==> src/design/stream_fifo.sv <==
// Valid/ready stream FIFO
`timescale 1ns/1ps
`default_nettype none

module stream_fifo #(
    parameter type payload_t = logic,
    parameter int  DEPTH     = 4
) (
    input  wire logic     aclk,
    input  wire logic     aresetn,
    input  wire logic     in_valid_i,
    output logic          in_ready_o,
    input  wire payload_t in_data_i,
    output logic          out_valid_o,
    input  wire logic     out_ready_i,
    output payload_t      out_data_o
);

    localparam int PTR_W = (DEPTH > 1) ? $clog2(DEPTH) : 1;
    localparam int CNT_W = $clog2(DEPTH + 1);

    payload_t         mem [DEPTH];
    logic [PTR_W-1:0] wr_ptr;
    logic [PTR_W-1:0] rd_ptr;
    logic [CNT_W-1:0] count;
    logic             wr_en;
    logic             rd_en;

    assign in_ready_o  = (count != CNT_W'(DEPTH)); // Low only when full
    assign out_valid_o = (count != '0);
    assign out_data_o  = mem[rd_ptr];
    assign wr_en       = in_valid_i && in_ready_o;
    assign rd_en       = out_valid_o && out_ready_i;

    always_ff @(posedge aclk)
    begin
        if (wr_en)
        begin
            mem[wr_ptr] <= in_data_i;
        end
    end

    always_ff @(posedge aclk)
    begin
        if (!aresetn)
        begin
            wr_ptr <= '0;
            rd_ptr <= '0;
            count  <= '0;
        end
        else
        begin
            if (wr_en)
            begin
                wr_ptr <= (wr_ptr == PTR_W'(DEPTH - 1)) ? '0 : wr_ptr + 1'b1; // Wrap at depth
            end
            if (rd_en)
            begin
                rd_ptr <= (rd_ptr == PTR_W'(DEPTH - 1)) ? '0 : rd_ptr + 1'b1;
            end
            if (wr_en && !rd_en)
            begin
                count <= count + 1'b1;
            end
            else if (rd_en && !wr_en)
            begin
                count <= count - 1'b1;
            end
        end
    end

endmodule

`default_nettype wire

==> config.mk <==
export PLATFORM = sky130hd
export DESIGN_NAME = stream_fifo
export DESIGN_NICKNAME = d
export VERILOG_FILES = /design/src/design/stream_fifo.sv
export SDC_FILE = /design/constraint.sdc
export NUM_CORES = 1
export LEC_CHECK = 0
export ABC_AREA = 1
export BUFFER_PORTS_ARGS = -buffer_cell sky130_fd_sc_hd__buf_4
export CAP_MARGIN = 30
export CORE_UTILIZATION = 35
export CTS_BUF_LIST = sky130_fd_sc_hd__clkbuf_16
export CTS_CLUSTER_SIZE = 40
export DETAILED_ROUTE_END_ITERATION = 8
export GPL_TIMING_DRIVEN = 1
export MAX_ROUTING_LAYER = met4
export SLEW_MARGIN = 15
export SYNTH_ARGS = -nofsm -noshare
export SYNTH_HDL_FRONTEND = slang
export SYNTH_SLANG_ARGS = --single-unit
==> constraint.sdc <==
create_clock -name aclk -period 1.52 [get_ports aclk]
set_input_delay 0.152 -clock aclk [delete_from_list [all_inputs] [get_ports aclk]]
set_output_delay 0.152 -clock aclk [all_outputs]
set_load 0.02 [all_outputs]
==> results.yml, run 1 <==
die:
  start_util_pct: 37.99
  chipWidth_um: 45.53
  io_pins: 8
  dieHeight_um: 45.53
  num_rows: 15
  dieArea_um2: 2073
  core_um2: 1745
sta:
  fin_crit_ns: 1.585
  finalCritPeriodShare_pct: 104.3
  maxSlewViolCount: 0
  fmax_mhz: 631.1
  slew_headroom_pct: 90.50
  setup_violations: 2
  hold_viol: 0
  fin_ws_ns: -0.06463
  rsz0062_at_grt: "yes"
  worst_pin_slew_ns: 0.1411
  fin_skew_ns: 0.0009747
  tns_ns: -0.1175
worst_setup_path:
  cp_slowest_stage_delay_ns: 0.37
  cp-end-kind: "flop"
  worstPathCellList: "nor2_4 -> nand2_4 -> nand2_4 -> ha_4 -> inv_2 -> fa_2 -> inv_2 -> nand2_2 -> nand3_2 -> nand2_1 -> inv_1 -> nor2_1"
  cp.required_ns: 1.66
  worstSetupPathType: "reg2reg"
  crit_slowest_cell: "fa_2"
  cp.arrival_ns: 1.73
  start_kind: "flop"
  worstPathMaxFanout: 2
yosys:
  synthXorXnorAreaFrac_pct: 0
  synth-seq-area-share_pct: 45.28
  synth-compound-area-share_pct: 5.283
  synth_cells: 81
  muxShareOfSynthArea_pct: 0
  syn_nets: 93
  synth_top_family_by_area: "simple AND/OR/NAND/NOR gates"
  synth_fa_ha_area_share_pct: 14.34
  syn_area_um2: 663.1
  synth_area_per_cell_um2: 8.187
  yosys_warnings: 0
  synthSimpleGateAreaFrac_pct: 26.04
  ys_seq_elements: 13
  synth_cell_types: 15
routing:
  drt-wirelength-per-cell_um: 9.186
  vias: 523
  wl_um: 1185
  drt_drc_violations_left: 0
  viasPerCell: 4.054
  postRouteAntennaNets: 0
  drtPass1Iterations: 4
  drtIter0Drc: 4
pwr:
  p_leak_nw: 0.4669
  intPower_mw: 1.299
  comb_power_share_pct: 48.7
  seq_power_share_pct: 26.8
  p_sw_mw: 0.7244
  clkPwrFrac_pct: 24.5
  p_per_area_nw_per_um2: 2102
  sw_frac_of_total_pct: 35.81
  irDropWorstVdd_mv: 1.030
final_layout:
  fin_cells: 129
  final_cell_mix: "nor2_1, buf_4, inv_1, nand2_1, dfxtp_1"
  multi_input_area_um2: 346.6
  seqCellArea_um2: 302.8
  antenna_cells: 0
  drive_above_1_share_pct: 36.54
  area_growth_pct: 45.09
  nets: 117
  fillerInstances: 164
cts:
  clockRootBuffer: "clkbuf_16"
  clock_sinks: 13
  cts_tree: "built"
  cts_made_buffers: 3
  htreeDepth: 1
  clockBufferDepth: 2
  holdBufCountCts: 0
  cts.clk_slew.worst_paths_ns: 0.05
  clock_latency_ns: 0.24
status:
  status: "finished, violations left"
  violations: "negative setup slack"
placement:
  gpl.final_weighted_congestion: 0.7612
  portBuffers: 7
  hpwl_um: 843
  dpl.cell_count: 118
  place_worst_setup_slack_ns: -0.07918
global_routing:
  antenna_found_initial: 0
  grt_max_degree: 8
  grtUsageTotal_pct: 14.30
  grt_pass1_vias: 451
  grt_first_pass_wirelength_um: 1876
  overflow: 0
run:
  drv_cap: 0
worst_hold_path:
  min_path_type: "in2reg"
## cells by family after synthesis
family                   Yosys count
AND/OR/NAND/NOR                   38
buffers and inverters             16
flip-flops                        13
AO/OA/AOI/OAI                      7
adder cells (fa/ha/maj)            7
## worst paths after layout
check,start,end,slack (ns),cells after the start
min,in_data_i,mem[2]$_DFFE_PP_,0.11,1
min reg2reg,rd_ptr[1]$_SDFFE_PN0P_,flop,0.54,4
max reg2reg,count[0]$_SDFFE_PN0P_,count[2]$_SDFFE_PN0P_,-0.06,12
max,count[0]$_SDFFE_PN0P_,count[2]$_SDFFE_PN0P_,-0.06,12
## Yosys cell counts
cell type	number	share of area, %
a21oi_1	2	1.5
dfxtp_1	9	27
edfxtp_1	4	18
fa_1	1	3.0
ha_1	6	11
inv_1	16	9.1
nand2_1	11	6.2
nand2_2	3	2.8
nand2_4	1	1.7
nand3_1	1	0.75
nand3b_1	1	1.1
nand4_1	1	0.94
nor2_1	19	11
nor2_4	1	1.7
o21ai_0	5	3.8
## power by group through the flow
stage	logic, mW	registers, mW	clock network [mW]
4_1_cts	0.929	0.544	0.511
3_3_place_gp	0.792	0.545	0
2_1_floorplan	0.556	0.545	0
6_report	0.985	0.542	0.496
3_5_place_dp	0.814	0.548	0
5_1_grt	1.11	0.552	0.522
## metal layers
| layer | vias to the layer above | part of all wire, % | global-route usage (%) |
|---|---|---|---|
| met2 | 8 | 47 | 19.71 |
| met3 | 5 | 4.1 | 3.968 |
| met1 | 218 | 45 | 16.67 |
| met5 | - | 0 | - |
| li1 | 292 | - | - |
| met4 | 0 | 3.2 | 12.73 |
## timing repair
item / CTS / global route
hold endpoints to repair: 0 / 0
pin swaps: 8 / 7
buffers inserted: 6 / 1
resized for setup: 2 / 3
cloned: 0 / 0
endpoints found under the setup margin: 2 / 2
## through the flow
step	hold slack, ns	instance area, µm²	power (mW)	utilization [%]
floorplan	0.2509	695.7	1.101	-
global placement	0.3588	817.0	1.337	46.81
detailed placement	0.3647	817.0	1.362	46.81
CTS	0.1125	943.4	1.984	54.05
global route	0.1143	962.2	2.184	55.13
finish	0.1105	962.2	2.023	55.13
## worst max-delay path, delay by kind of cell, from the launching register on
family / cells / cell delay, ns
fa+ha+maj: 2 / 0.50
flops: 1 / 0.33
simple gates: 7 / 0.49
buf+inv: 3 / 0.15
## area by class of cell
cell class                      count  area share, %
Multi-Input combinational cell     52          36.02
Clock buffer                        3          7.802
Tap cell                           25          3.251
Sequential cell                    13          31.47
Timing Repair Buffer               19          14.82
Inverter                           16          6.242
Clock inverter                      1         0.3901
No activity file was read; power rests on OpenSTA's default activity.
==> inputs of run 2 (changes only) <==
--- a/config.mk
+++ b/config.mk
@@ -13,7 +13,6 @@
 export CTS_CLUSTER_SIZE = 40
 export DETAILED_ROUTE_END_ITERATION = 8
 export GPL_TIMING_DRIVEN = 1
-export MAX_ROUTING_LAYER = met4
 export SLEW_MARGIN = 15
 export SYNTH_ARGS = -nofsm -noshare
 export SYNTH_HDL_FRONTEND = slang
==> run 2 against run 1 <==
Compared with the run above: the run still ends with negative setup slack left; global-route usage is 0.41 points lower; die area is the same; sequential share of layout area unchanged; flip-flop and latch count unchanged; critical path depth stayed put; cell area unchanged; cell count stayed put; worst hold slack stayed put; largest cell class unchanged.
==> results.yml, run 2 (synthesis gave the netlist of run 1 again) <==
die:
  io_pins: 8
  chipWidth_um: 45.53
  core_um2: 1745
  dieArea_um2: 2073
  dieHeight_um: 45.53
  start_util_pct: 37.99
  num_rows: 15
global_routing:
  overflow: 0
  grt_max_degree: 8
  grt_first_pass_wirelength_um: 1883
  grt_pass1_vias: 451
  antenna_found_initial: 0
  grtUsageTotal_pct: 13.88
worst_setup_path:
  worstSetupPathType: "reg2reg"
  worstPathMaxFanout: 2
  worstPathCellList: "nor2_4 -> nand2_4 -> nand2_4 -> ha_4 -> inv_2 -> fa_2 -> inv_2 -> nand2_2 -> nand3_2 -> nand2_1 -> inv_1 -> nor2_1"
  ff2ff_path_depth: 12
  startpoint: "count[0]$_SDFFE_PN0P_"
  rr_startpoint: "count[0]$_SDFFE_PN0P_"
  cp.arrival_ns: 1.73
  crit_slowest_cell: "fa_2"
  cp-end-kind: "flop"
  r2r_slack_ns: -0.06
  reg2reg_to: "count[2]$_SDFFE_PN0P_"
  start_kind: "flop"
  cp_slowest_stage_delay_ns: 0.37
  cp.required_ns: 1.66
final_layout:
  fin_cells: 129
  final_cell_mix: "nor2_1, buf_4, inv_1, nand2_1, dfxtp_1"
  fillerInstances: 164
  area_growth_pct: 45.09
  drive_above_1_share_pct: 36.54
  antenna_cells: 0
  final_core_util_pct: 55.13
  seqCellArea_um2: 302.8
  multi_input_area_um2: 346.6
  nets: 117
routing:
  wl_um: 1185
  drt_drc_violations_left: 0
  drtPass1Iterations: 4
  vias: 523
  drtIter0Drc: 4
  viasPerCell: 4.054
  drt-wirelength-per-cell_um: 9.186
  postRouteAntennaNets: 0
sta:
  fin_crit_ns: 1.585
  maxSlewViolCount: 0
  hold_viol: 0
  setup_violations: 2
  fin_skew_ns: 0.0009747
  fin_ws_ns: -0.06463
  slew_headroom_pct: 90.50
  finalCritPeriodShare_pct: 104.3
  worst_pin_slew_ns: 0.1410
  rsz0062_at_grt: "yes"
  timing.hold.ws_ns: 0.1105
  fmax_mhz: 631.1
worst_hold_path:
  min_from: "in_data_i"
  min_path_type: "in2reg"
  holdPathStages: 1
  hold_path_end: "mem[2]$_DFFE_PP_"
placement:
  gpl.final_weighted_congestion: 0.7516
  dpl.cell_count: 118
  portBuffers: 7
  hpwl_um: 843
cts:
  cts_made_buffers: 3
  clockBufferDepth: 2
  clockRootBuffer: "clkbuf_16"
  cts_tree: "built"
  htreeDepth: 1
  cts.clk_slew.worst_paths_ns: 0.05
  holdBufCountCts: 0
  clock_latency_ns: 0.24
  clock_sinks: 13
pwr:
  comb_power_share_pct: 48.7
  clkPwrFrac_pct: 24.5
  p_sw_mw: 0.7243
  p_leak_nw: 0.4669
  intPower_mw: 1.299
  seq_power_share_pct: 26.8
  totalPowerFinal_mw: 2.023
  sw_frac_of_total_pct: 35.81
  irDropWorstVdd_mv: 1.030
  p_per_area_nw_per_um2: 2102
status:
  violations: "negative setup slack"
  status: "finished, violations left"
run:
  drv_cap: 0
-- run 2: cell counts in the layout (fill, tap and decap cells not counted) --
Identical to the previous run, type by type.
-- run 2: cell type report --
class,count,share of cell area [%]
multi-input cells,52,36.02
flip-flops and latches,13,31.47
repair buffers,19,14.82
clock buffers,3,7.802
inverters,16,6.242
well taps,25,3.251
clock inverters,1,0.3901
-- run 2: worst max-delay path by stage --
stage,to,slack (ns),cells past startpoint
after floorplan,count[1]$_SDFFE_PN0P_,-0.11,9
after global placement,count[2]$_SDFFE_PN0P_,-0.06,12
after detailed placement,count[2]$_SDFFE_PN0P_,-0.08,12
after CTS,count[1]$_SDFFE_PN0P_,-0.05,9
after global routing,count[2]$_SDFFE_PN0P_,-0.15,12
final,count[2]$_SDFFE_PN0P_,-0.06,12
-- run 2: worst max-delay path, delay by kind of cell (launching register included) --
kind / cells / cell delay [ns]
DFF: 1 / 0.33
and+or+nand+nor: 7 / 0.49
buffers and inverters: 3 / 0.15
adders and majority gates: 2 / 0.50
-- run 2: timing repair --
item,in CTS,in global routing
hold endpoints to repair,0,0
pin swaps,8,7
resized for setup,2,3
buffers inserted,6,1
endpoints found under the setup margin,2,2
-- run 2: metal layers --
metal | GRT usage [%] | vias to the layer above | routed length (µm)
met4 | 12.73 | 0 | 38
met2 | 19.71 | 8 | 561
li1 | - | 292 | -
met5 | 0 | - | 0
met1 | 16.67 | 218 | 537
met3 | 3.968 | 5 | 48
-- run 2: power groups by stage --
stage / sequential, mW / clock, mW / combinational (mW)
after floorplan: 0.545 / 0 / 0.556
after global placement: 0.545 / 0 / 0.792
after detailed placement: 0.548 / 0 / 0.814
after CTS: 0.544 / 0.511 / 0.929
after global routing: 0.552 / 0.522 / 1.11
final: 0.542 / 0.496 / 0.985
-- run 2: per-stage QoR --
step | TNS [ns] | setup slack (ns) | area, µm²
6_report | -0.1175 | -0.06463 | 962.2
5_1_grt | -0.2759 | -0.1490 | 962.2
4_1_cts | -0.1014 | -0.05393 | 943.4
3_5_place_dp | -0.1482 | -0.07918 | 817.0
3_3_place_gp | -0.1021 | -0.05885 | 817.0
2_1_floorplan | -0.1912 | -0.1120 | 695.7
