==> config.mk <==
export PLATFORM = sky130hd
export DESIGN_NAME = mm_ctrl_fsm
export DESIGN_NICKNAME = d
export VERILOG_FILES = /design/src/common/mm_pkg.sv /design/src/mm_core/word_counter.sv /design/src/mm_core/mm_ctrl_fsm.sv
export SDC_FILE = /design/constraint.sdc
export NUM_CORES = 1
export LEC_CHECK = 0
export ABC_AREA = 1
export BUFFER_PORTS_ARGS = -buffer_cell sky130_fd_sc_hd__buf_4
export CORE_MARGIN = 2
export CORE_UTILIZATION = 30
export CTS_BUF_LIST = sky130_fd_sc_hd__clkbuf_4
export CTS_CLUSTER_SIZE = 20
export DETAILED_ROUTE_END_ITERATION = 7
export PLACE_DENSITY = 0.64
export REMOVE_ABC_BUFFERS = 1
export SLEW_MARGIN = 20
export SYNTH_ARGS = -nofsm -noshare
export SYNTH_HDL_FRONTEND = slang
export SYNTH_SLANG_ARGS = --single-unit
==> constraint.sdc <==
create_clock -name aclk -period 1.35 [get_ports aclk]
set_input_delay 0.0675 -clock aclk [delete_from_list [all_inputs] [get_ports aclk]]
set_output_delay 0.0675 -clock aclk [all_outputs]
set_load 0.02 [all_outputs]
==> src/common/mm_pkg.sv <==
// Matrix-vector accelerator shared types
`default_nettype none

package mm_pkg;

    // Element format and default sizes
    localparam int LANE_W     = 16;
    localparam int FRAC_W_DEF = 8;     // Q8.8
    localparam int DIM_DEF    = 4;     // Lanes per word, rows per block
    localparam int VECS_DEF   = 2;     // Input vectors per job
    localparam int CNT_W_DEF  = 3;

    // One signed Q8.8 element
    typedef logic signed [LANE_W-1:0] lane_t;

    // Lane 0 sits in the lowest bits
    typedef lane_t [DIM_DEF-1:0] word_t;

    // Output FIFO payload
    typedef struct packed {
        word_t data;
        logic  last;                   // Final beat of a job
    } out_beat_t;

    // Controller states
    typedef enum logic [2:0] {
        IDLE    = 3'd0,
        LOAD_W  = 3'd1,
        LOAD_X  = 3'd2,
        COMPUTE = 3'd3
    } mm_state_e;

endpackage

`default_nettype wire

==> src/mm_core/word_counter.sv <==
// Phase word counter
`timescale 1ns/1ps
`default_nettype none

module word_counter #(
    parameter int WIDTH = 3
) (
    input  wire logic             aclk,
    input  wire logic             aresetn,
    input  wire logic             clear_i,
    input  wire logic             step_i,
    input  wire logic [WIDTH-1:0] limit_i,
    output logic      [WIDTH-1:0] count_o,
    output logic                  at_limit_o
);

    always_ff @(posedge aclk)
    begin
        if (!aresetn)
        begin
            count_o <= '0;
        end
        else if (clear_i)
        begin
            count_o <= '0;             // Clear wins over step
        end
        else if (step_i)
        begin
            count_o <= count_o + 1'b1;
        end
    end

    assign at_limit_o = (count_o == limit_i);

endmodule

`default_nettype wire

==> src/mm_core/mm_ctrl_fsm.sv <==
// Job sequencing state machine
`timescale 1ns/1ps
`default_nettype none

module mm_ctrl_fsm #(
    parameter int DIM      = mm_pkg::DIM_DEF,
    parameter int NUM_VECS = mm_pkg::VECS_DEF
) (
    input  wire logic                         aclk,
    input  wire logic                         aresetn,
    input  wire logic                         w_valid_i,
    input  wire logic                         x_valid_i,
    input  wire logic                         out_ready_i,
    output logic                              pop_w_o,
    output logic                              pop_x_o,
    output logic                              push_o,
    output logic                              last_o,
    output logic [mm_pkg::CNT_W_DEF-1:0]      count_o
);

    localparam int CNT_W = mm_pkg::CNT_W_DEF;
    localparam logic [CNT_W-1:0] ROW_LIMIT = CNT_W'(DIM - 1);
    localparam logic [CNT_W-1:0] VEC_LIMIT = CNT_W'(NUM_VECS - 1);

    mm_pkg::mm_state_e state_q;
    mm_pkg::mm_state_e state_d;
    logic [CNT_W-1:0]  limit;
    logic              at_limit;
    logic              step;
    logic              phase_done;

    // Weight phase counts rows, the others count vectors
    assign limit = (state_q == mm_pkg::LOAD_W) ? ROW_LIMIT : VEC_LIMIT;

    assign pop_w_o    = (state_q == mm_pkg::LOAD_W) && w_valid_i;
    assign pop_x_o    = (state_q == mm_pkg::LOAD_X) && x_valid_i;
    assign push_o     = (state_q == mm_pkg::COMPUTE);
    assign step       = pop_w_o || pop_x_o || (push_o && out_ready_i); // One word moved
    assign phase_done = step && at_limit;
    assign last_o     = push_o && at_limit;

    word_counter #(
        .WIDTH(CNT_W)
    ) word_counter_i (
        .aclk      (aclk),
        .aresetn   (aresetn),
        .clear_i   (phase_done),
        .step_i    (step),
        .limit_i   (limit),
        .count_o   (count_o),
        .at_limit_o(at_limit)
    );

    always_comb
    begin
        state_d = state_q;
        case (state_q)
            mm_pkg::IDLE:
            begin
                if (w_valid_i)
                begin
                    state_d = mm_pkg::LOAD_W;
                end
            end
            mm_pkg::LOAD_W:
            begin
                if (phase_done)
                begin
                    state_d = mm_pkg::LOAD_X;
                end
            end
            mm_pkg::LOAD_X:
            begin
                if (phase_done)
                begin
                    state_d = mm_pkg::COMPUTE;
                end
            end
            mm_pkg::COMPUTE:
            begin
                if (phase_done)
                begin
                    state_d = mm_pkg::IDLE; // Last beat accepted by output FIFO
                end
            end
            default:
            begin
                state_d = mm_pkg::IDLE;
            end
        endcase
    end

    always_ff @(posedge aclk)
    begin
        if (!aresetn)
        begin
            state_q <= mm_pkg::IDLE;
        end
        else
        begin
            state_q <= state_d;
        end
    end

endmodule

`default_nettype wire

==> flow_metrics.env, run 1 <==
export IMPL_fin_util_pct=54.0
export IMPL_endpoint_kind="primary output"
export IMPL_grt_pass1_vias=351
export IMPL_clkTransAtPathRegs_ns=0.04
export IMPL_drive_gt1_share_pct=59.8
export IMPL_crit_buf_inv=3
export IMPL_drv_slew=0
export IMPL_drt_pass1_iterations=4
export IMPL_cpPeakStageDelay_ns=0.37
export IMPL_worstRegToRegCells=9
export IMPL_final_area_um2=694
export IMPL_vias=422
export IMPL_rows=13
export IMPL_final_setup_tns_ns=-0.0130
export IMPL_clock_sinks=5
export IMPL_crit_top_cell="nor2_2"
export IMPL_initial_core_util_pct=31.9
export IMPL_synth_compound_area_share_pct=6.71
export IMPL_rrSetupSlack_ns=0.01
export IMPL_n_antenna_cell=0
export IMPL_ys_seq_area_share_pct=24.4
export IMPL_cp_arrival_ns=1.30
export IMPL_dieArea_um2=1680
export IMPL_holdPathStages=3
export IMPL_drt_wl_total_um=910
export IMPL_die_w_um=41.0
export IMPL_synth_xor_area_share_pct=2.13
export IMPL_fin_skew_ns=0.000832
export IMPL_cts_tree="done"
export IMPL_final_nets=94
export IMPL_layout_cells_non_filler=97
export IMPL_synth_area_um2=410
export IMPL_drtIter0Drc=3
export IMPL_vdd_ir_drop_max_mv=0.912
export IMPL_portBuffers=11
export IMPL_die_h_um=41.0
export IMPL_grt_pass1_wl_mm=1.30
export IMPL_ios=12
export IMPL_root_buffer="clkbuf_4"
export IMPL_grt_setup_unrepaired="yes"
export IMPL_vias_per_cell=4.35
export IMPL_grtUsageTotal_pct=12.1
export IMPL_r2r_start="state_q[1]"
export IMPL_synth_top_family_by_area="simple AND/OR/NAND/NOR gates"
export IMPL_hold_start="aresetn"
export IMPL_multi_input_area_um2=325
export IMPL_drc=0
export IMPL_cts_buffer_depth=2
export IMPL_synthMuxAreaShare_pct=0
export IMPL_seq_area_um2=108
export IMPL_drt_wirelength_per_cell_um=9.38
export IMPL_min_path_type="in2reg"
export IMPL_synth_cell_types=17
export IMPL_critical_path_cell_chain="inv_4, ha_4, inv_2, nor2_2, nor2_2, nand2_1, nor2_1, buf_4"
export IMPL_syn_avg_cell_area_um2=7.46
export IMPL_cpMaxStageDelayCell="dfxtp_4"
export IMPL_holdBufCountCts=0
export IMPL_max_slew_worst_pin_slew_ns=0.187
export IMPL_outcome="finished with violations"
export IMPL_place_ws_ns=-0.0750
export IMPL_coreArea_um2=1280
export IMPL_syn_to_final_growth_pct=69.2
export IMPL_whs_endpoint="state_q[1]"
export IMPL_startpoint_type="flop"
export IMPL_grt_remaining_overflow=0
export IMPL_drv_cap=0
export IMPL_finalSetupViolations=1
export IMPL_cts_made_buffers=3
export IMPL_power_leakage_nw=0.343
export IMPL_finalHoldViolCount=0
export IMPL_hpwl_um=642
export IMPL_yosys_warnings=0
export IMPL_postSynthCellCount=55
export IMPL_post_place_cells=86
export IMPL_p_per_area_nw_per_um2=2210
export IMPL_n_fill_cell=128
export IMPL_slew_headroom_pct=87.5
export IMPL_setup_slack_ns=-0.0130
export IMPL_r2r_end="state_q[1]"
export IMPL_grt_max_degree=6
export IMPL_critPathTopFamily="flip-flops"
export IMPL_ant_nets=0
export IMPL_gp_congestion=0.774
export IMPL_criticalPathCategory="reg2out"
export IMPL_required_ns=1.28
export IMPL_placed_cell_area_um2=549
export IMPL_ys_seq_elements=5
export IMPL_finalCriticalPeriod_ns=1.36
export IMPL_yosys_area_share_simple_pct=39.3
export IMPL_clock_latency_ns=0.24
export IMPL_fin_crit_sh_pct=101
export IMPL_violations="setup timing"
export IMPL_synthAdderAreaFrac_pct=18.3
export IMPL_antenna_found_initial=0
export IMPL_path_max_fanout=4
export IMPL_cts_max_level=1
export IMPL_fmax_mhz=734
## report_power, final
group | switching [mW] | internal, mW | leakage [nW]
combinational | 0.545 | 0.504 | 0.282
sequential | 0.0764 | 0.220 | 0.0422
clock | 0.0601 | 0.132 | 0.0184
total | 0.682 | 0.856 | 0.343
## synth_stat cells
cell type | count | area [um2]
nand2_1 | 11 | 41.3
inv_1 | 8 | 30.0
ha_1 | 6 | 75.1
nor2_1 | 6 | 22.5
dfxtp_1 | 5 | 100
a21oi_1 | 4 | 20.0
nand2_2 | 2 | 12.5
nand3_1 | 2 | 10.0
nand3_4 | 2 | 35.0
nor2_2 | 2 | 12.5
clkinv_1 | 1 | 3.75
inv_2 | 1 | 3.75
nand2_4 | 1 | 11.3
nand4_1 | 1 | 6.26
nor3_2 | 1 | 10.0
o21bai_1 | 1 | 7.51
xor2_1 | 1 | 8.76
## metrics by stage
stage          power (mW)  hold slack [ns]
2_1_floorplan       0.799            0.188
3_3_place_gp         1.03            0.314
3_5_place_dp         1.03            0.317
4_1_cts              1.36           0.0662
5_1_grt              1.67           0.0650
6_report             1.54           0.0662
## area by class of cell
cell class | instances | share of cell area, %
Inverter | 10 | 5.77
Sequential cell | 5 | 15.5
Tap cell | 15 | 2.70
Timing Repair Buffer | 23 | 24.9
Multi-Input combinational cell | 40 | 46.8
Clock buffer | 4 | 4.32
## layer usage
layer	global-route usage [%]	wire length (um)	up-vias
met4	2.50	0	0
li1	-	-	225
met3	6.52	37	0
met5	0	0	-
met2	19.9	476	8
met1	13.6	395	189
## state kept, by name, indices dropped and copies added, names as in the netlist
register and count:
word_counter_i.count_o 3, state_q 2
## logic make-up after synthesis
family | count (synthesis)
buffers and inverters | 10
AOI/OAI and AO/OA | 5
adders and majority gates | 6
and+or+nand+nor | 28
xor gates and xnor gates | 1
DFF | 5
## worst max path at each step
stage / start / end / depth (start not counted)
finish: state_q[1] / last_o / 8
global route: state_q[1] / last_o / 8
CTS: state_q[1] / last_o / 8
detailed placement: state_q[1] / state_q[0] / 10
global placement: state_q[1] / state_q[0] / 10
floorplan: state_q[0] / state_q[0] / 8
## cell usage in the layout (no fill, tap or decap), drive strengths merged
master   n
clkinv   1
clkbuf   4
nor2     8
nand4    1
xor2     1
nand3    4
o21bai   1
buf     23
dfxtp    5
inv      9
a21oi    4
nand2   14
ha       6
nor3     1
## worst reg2reg max path: stages, from the launching register on
cell and delay [ns]:
dfxtp_4 0.36, buf_4 0.15, ha_4 0.15, buf_4 0.13, inv_1 0.06, nand2_1 0.10, nand2_4 0.11, nand3_2 0.07
nand2_2 0.07, nor2_1 0.04
## what timing repair did
| item | 4_1_cts | 5_1_grt |
|---|---|---|
| gates resized for setup | 9 | 9 |
| setup endpoints to repair | 8 | 7 |
| pin swaps | 5 | 6 |
| buffers inserted | 4 | 3 |
No activity file was read; power rests on OpenSTA's default activity.
==> run 2, diff against run 1 <==
--- a/config.mk
+++ b/config.mk
@@ -7,12 +7,14 @@
 export LEC_CHECK = 0
 export ABC_AREA = 1
 export BUFFER_PORTS_ARGS = -buffer_cell sky130_fd_sc_hd__buf_4
+export CELL_PAD_IN_SITES_DETAIL_PLACEMENT = 0
+export CELL_PAD_IN_SITES_GLOBAL_PLACEMENT = 1
 export CORE_MARGIN = 2
 export CORE_UTILIZATION = 30
 export CTS_BUF_LIST = sky130_fd_sc_hd__clkbuf_4
 export CTS_CLUSTER_SIZE = 20
 export DETAILED_ROUTE_END_ITERATION = 7
-export PLACE_DENSITY = 0.64
+export PLACE_DENSITY = 0.81
 export REMOVE_ABC_BUFFERS = 1
 export SLEW_MARGIN = 20
 export SYNTH_ARGS = -nofsm -noshare
==> run 2 against run 1 <==
Compared with the run above:
- the run now ends clean
- register-to-register slack better by 0.07 ns
- worst hold slack better by 0.0043 ns
- flip-flop and latch count unchanged
- clock-buffer cell count unchanged
- sequential power down 4%
- critical path depth down 1
- via count up 0.24%
- global-route usage up 0.57 points
- first-iteration DRC count up 67%
- core utilization down 2.1 points
- clock power about the same
- final cell count down 2.1%
- largest cell class unchanged
- largest power group unchanged
==> flow_metrics.env, run 2 (same netlist as run 1, synthesis figures left out) <==
export IMPL_rows=13
export IMPL_final_area_um2=667
export IMPL_clock_sinks=5
export IMPL_min_path_type="in2reg"
export IMPL_cts_max_level=1
export IMPL_fin_skew_ns=0.00315
export IMPL_clockPowerShare_pct=13.3
export IMPL_grt_pass1_wl_mm=1.42
export IMPL_max_slew_worst_pin_slew_ns=0.190
export IMPL_final_nets=92
export IMPL_ant_nets=0
export IMPL_vdd_ir_drop_max_mv=0.816
export IMPL_drive_gt1_share_pct=52.5
export IMPL_cts_buffer_depth=2
export IMPL_finalSetupViolations=0
export IMPL_worstRegToRegCells=8
export IMPL_grt_max_degree=6
export IMPL_endpoint="last_o"
export IMPL_drc=0
export IMPL_placed_cell_area_um2=564
export IMPL_antenna_found_initial=0
export IMPL_r2r_end="state_q[0]"
export IMPL_cp_arrival_ns=1.26
export IMPL_r2r_start="state_q[1]"
export IMPL_startpoint_type="flop"
export IMPL_rrSetupSlack_ns=0.08
export IMPL_pwr_share_comb_pct=66.8
export IMPL_grt_pass1_vias=384
export IMPL_die_h_um=41.0
export IMPL_power_switching_uw=618
export IMPL_n_fill_cell=133
export IMPL_final_common_cell="buf_4"
export IMPL_clkTransAtPathRegs_ns=0.04
export IMPL_n_antenna_cell=0
export IMPL_vias=423
export IMPL_coreArea_um2=1280
export IMPL_fin_crit_sh_pct=98.6
export IMPL_drv_cap=0
export IMPL_outcome="finished, final reports clean"
export IMPL_cts_made_buffers=3
export IMPL_required_ns=1.28
export IMPL_holdBufCountCts=0
export IMPL_p_total_mw=1.43
export IMPL_top_regs="word_counter_i.count_o x3, state_q x2"
export IMPL_p_int_uw=811
export IMPL_grt_remaining_overflow=0
export IMPL_drtIter0Drc=5
export IMPL_finalHoldViolCount=0
export IMPL_ios=12
export IMPL_fin_util_pct=51.9
export IMPL_endpoint_kind="primary output"
export IMPL_largest_reg_flops=3
export IMPL_finalCriticalPeriod_ns=1.33
export IMPL_initial_core_util_pct=31.9
export IMPL_drt_wirelength_per_cell_um=8.81
export IMPL_vias_per_cell=4.45
export IMPL_grt_setup_unrepaired="yes"
export IMPL_gp_congestion=0.676
export IMPL_drt_pass1_iterations=4
export IMPL_slew_headroom_pct=87.3
export IMPL_place_ws_ns=-0.0379
export IMPL_seqPwrFrac_pct=19.9
export IMPL_hpwl_um=702
export IMPL_setup_slack_ns=0.0193
export IMPL_path_max_fanout=4
export IMPL_grtUsageTotal_pct=12.7
export IMPL_startpoint="state_q[0]"
export IMPL_fmax_mhz=751
export IMPL_swShare_pct=43.3
export IMPL_criticalPathCategory="reg2out"
export IMPL_regMostFlops="word_counter_i.count_o"
export IMPL_dieArea_um2=1680
export IMPL_p_per_area_nw_per_um2=2140
export IMPL_drt_wl_total_um=837
export IMPL_die_w_um=41.0
export IMPL_syn_to_final_growth_pct=62.5
export IMPL_drv_slew=0
export IMPL_cts_tree="done"
export IMPL_layout_common_cells="buf_4, nand2_1, inv_1, nor2_1"
export IMPL_portBuffers=11
export IMPL_clock_latency_ns=0.24
export IMPL_root_buffer="clkbuf_4"
export IMPL_power_leakage_nw=0.339
run 2: final cells by class:
class,count,area (um2),area share [%]
Multi-Input combinational cell,40,318,47.7
Timing Repair Buffer,21,158,23.6
Sequential cell,5,105,15.8
Inverter,10,37.5,5.63
Clock buffer,4,30.0,4.50
Tap cell,15,18.8,2.81
run 2: critical path: stages, from the launching register on:
cell and delay (ns):
dfxtp_4 0.36, ha_4 0.17, inv_2 0.06, nor2_2 0.03, nor2_2 0.10, nand2_1 0.06, nor2_1 0.09, buf_4 0.14
run 2: how the worst min path moves through the flow:
stage | start | to | depth (start not counted)
floorplan | aresetn | state_q[1] | 2
global placement | aresetn | state_q[1] | 3
detailed placement | aresetn | state_q[1] | 3
CTS | aresetn | state_q[1] | 3
global route | aresetn | state_q[1] | 3
finish | aresetn | state_q[1] | 3
run 2: repair_timing:
item                       in CTS  in global routing
gates resized for setup         8                  5
buffers inserted                2                  1
setup endpoints to repair       5                  4
pin swaps                       4                  4
run 2: metal layers:
layer,GRT usage [%],routed length (um),vias to the layer above
li1,-,-,220
met1,12.3,330,195
met2,25.8,471,8
met3,4.89,35,0
met4,0,0,0
met5,0,0,-
run 2: power groups by stage:
stage,Clock (mW),Sequential (mW),Combinational [mW]
CTS,0.196,0.274,0.904
detailed placement,0,0.265,0.820
floorplan,0,0.278,0.521
finish,0.190,0.284,0.955
global placement,0,0.261,0.804
global route,0.211,0.296,1.07
run 2: per-stage QoR:
| stage | cells | TNS, ns | hold WS [ns] |
|---|---|---|---|
| 6_report | 95 | 0 | 0.0705 |
| 5_1_grt | 95 | -0.105 | 0.0907 |
| 4_1_cts | 94 | -0.0858 | 0.0697 |
| 3_5_place_dp | 88 | -0.0720 | 0.316 |
| 3_3_place_gp | 88 | -0.0253 | 0.316 |
| 2_1_floorplan | 55 | -0.0374 | 0.188 |
==> run 3, diff against run 2 <==
==> constraint.sdc (replaced) <==
create_clock -name aclk -period 1.35 [get_ports aclk]
set_input_delay 0.27 -clock aclk [delete_from_list [all_inputs] [get_ports aclk]]
set_output_delay 0.27 -clock aclk [all_outputs]
set_load 0.02 [all_outputs]
==> run 3 against run 2 <==
Compared with the run above:
- core utilization fell by 1.4 points
- clock skew up 0.0015 ns
- wire length increased by 9.2%
- final cell count decreased by 2.1%
- the run now ends with setup timing left
- worst hold slack better by 0.19 ns
- critical path depth down 1
==> flow_metrics.env, run 3 (same netlist as run 1, synthesis figures left out) <==
export IMPL_slew_headroom_pct=87.5
export IMPL_cts_buffer_depth=2
export IMPL_drc=0
export IMPL_die_w_um=41.0
export IMPL_max_slew_worst_pin_slew_ns=0.188
export IMPL_drtIter0Drc=4
export IMPL_root_buffer="clkbuf_4"
export IMPL_final_nets=90
export IMPL_setup_slack_ns=-0.185
export IMPL_grt_pass1_wl_mm=1.40
export IMPL_criticalPathCategory="reg2out"
export IMPL_cp_arrival_ns=1.27
export IMPL_min_path_type="in2reg"
export IMPL_grt_pass1_vias=341
export IMPL_p_per_area_nw_per_um2=2200
export IMPL_swShare_pct=45.1
export IMPL_vdd_ir_drop_max_mv=1.05
export IMPL_initial_core_util_pct=31.9
export IMPL_grt_setup_unrepaired="yes"
export IMPL_critPathTopFamily="buffers and inverters"
export IMPL_place_ws_ns=-0.0679
export IMPL_drive_gt1_share_pct=53.8
export IMPL_cpPeakStageDelay_ns=0.32
export IMPL_power_switching_uw=643
export IMPL_clock_sinks=5
export IMPL_ant_nets=0
export IMPL_critical_path_cell_chain="buf_4, ha_2, buf_4, inv_2, nor2_1, buf_4"
export IMPL_clock_latency_ns=0.25
export IMPL_grtUsageTotal_pct=13.1
export IMPL_largest_reg_flops=3
export IMPL_holdBufCountCts=0
export IMPL_top_regs="word_counter_i.count_o x3, state_q x2"
export IMPL_crit_buf_inv=4
export IMPL_dieArea_um2=1680
export IMPL_drt_pass1_iterations=2
export IMPL_pwr_share_comb_pct=65.8
export IMPL_n_fill_cell=127
export IMPL_grt_max_degree=6
export IMPL_seqPwrFrac_pct=19.6
export IMPL_cpMaxStageDelayCell="dfxtp_2"
export IMPL_p_int_uw=784
export IMPL_startpoint_type="flop"
export IMPL_die_h_um=41.0
export IMPL_fin_util_pct=50.5
export IMPL_vias=411
export IMPL_cts_tree="done"
export IMPL_n_antenna_cell=0
export IMPL_drv_slew=0
export IMPL_clkTransAtPathRegs_ns=0.05
export IMPL_final_setup_tns_ns=-0.368
export IMPL_required_ns=1.08
export IMPL_gp_congestion=0.791
export IMPL_finalCriticalPeriod_ns=1.54
export IMPL_fin_crit_sh_pct=114
export IMPL_regMostFlops="word_counter_i.count_o"
export IMPL_layout_common_cells="buf_4, nand2_1, nor2_1, inv_1"
export IMPL_drv_cap=0
export IMPL_path_max_fanout=4
export IMPL_finalSetupViolations=5
export IMPL_crit_top_cell="buf_4"
export IMPL_vias_per_cell=4.42
export IMPL_cts_made_buffers=3
export IMPL_fin_skew_ns=0.00461
export IMPL_cts_max_level=1
export IMPL_violations="setup timing"
export IMPL_fmax_mhz=651
export IMPL_hpwl_um=660
export IMPL_endpoint_kind="primary output"
export IMPL_syn_to_final_growth_pct=58.2
export IMPL_ios=12
export IMPL_coreArea_um2=1280
export IMPL_final_common_cell="buf_4"
export IMPL_hold_ws_ns=0.258
export IMPL_grt_remaining_overflow=0
export IMPL_clockPowerShare_pct=14.6
export IMPL_portBuffers=11
export IMPL_drt_wl_total_um=914
export IMPL_power_leakage_nw=0.330
export IMPL_rows=13
export IMPL_finalHoldViolCount=0
export IMPL_antenna_found_initial=0
export IMPL_outcome="finished with violations"
export IMPL_drt_wirelength_per_cell_um=9.83
[run 3: cell count changes in the layout (fill, tap and decap cells not counted), sizes merged]
| cell | previous run | this run |
|---|---|---|
| buf | 21 | 19 |
[run 3: per-stage QoR]
stage	instances	area, um2	total power, mW
detailed placement	87	557	1.06
global placement	87	557	1.05
CTS	92	619	1.33
floorplan	55	410	0.799
global route	93	649	1.57
finish	93	649	1.43
[run 3: final cells by class]
| class | count | area, um2 | share of cell area (%) |
|---|---|---|---|
| timing repair buffer | 19 | 146 | 22.5 |
| inverter | 10 | 37.5 | 5.78 |
| multi-input combinational | 40 | 312 | 48.0 |
| clock buffer | 4 | 30.0 | 4.62 |
| sequential | 5 | 105 | 16.2 |
| tap | 15 | 18.8 | 2.89 |
[run 3: worst register-to-register path: stages (launching register included)]
cell	delay (ns)
dfxtp_2	0.31
buf_4	0.15
ha_4	0.18
nand2_4	0.07
buf_6	0.10
nand3_4	0.10
nand3_4	0.10
nand2_4	0.06
a21oi_2	0.12
nor2_1	0.05
[run 3: repair_timing]
item                                    CTS  global route
cloned                                    0             0
pin swaps                                 2             2
resized for setup                        10             5
endpoints found under the setup margin    9             9
setup buffers                             1             1
[run 3: metal layers]
layer | track usage, % | up-vias | share of wire [%]
met5 | 0 | - | 0
met1 | 14.7 | 183 | 43
met2 | 22.3 | 7 | 51
li1 | - | 219 | -
met3 | 3.26 | 2 | 2.6
met4 | 7.50 | 0 | 2.3
[run 3: worst paths after layout]
path	startpoint	end	slack, ns	cells past startpoint
hold / removal	aresetn	state_q[0]	0.26	3
hold reg to reg	state_q[0]	state_q[0]	0.56	2
setup / recovery	state_q[1]	last_o	-0.19	6
setup reg to reg	state_q[1]	state_q[1]	-0.02	9
[run 3: power by group through the flow]
stage | registers (mW) | clock network [mW] | logic (mW)
global placement | 0.251 | 0 | 0.798
global route | 0.288 | 0.230 | 1.05
finish | 0.280 | 0.208 | 0.939
floorplan | 0.278 | 0 | 0.521
CTS | 0.277 | 0.210 | 0.847
detailed placement | 0.254 | 0 | 0.801
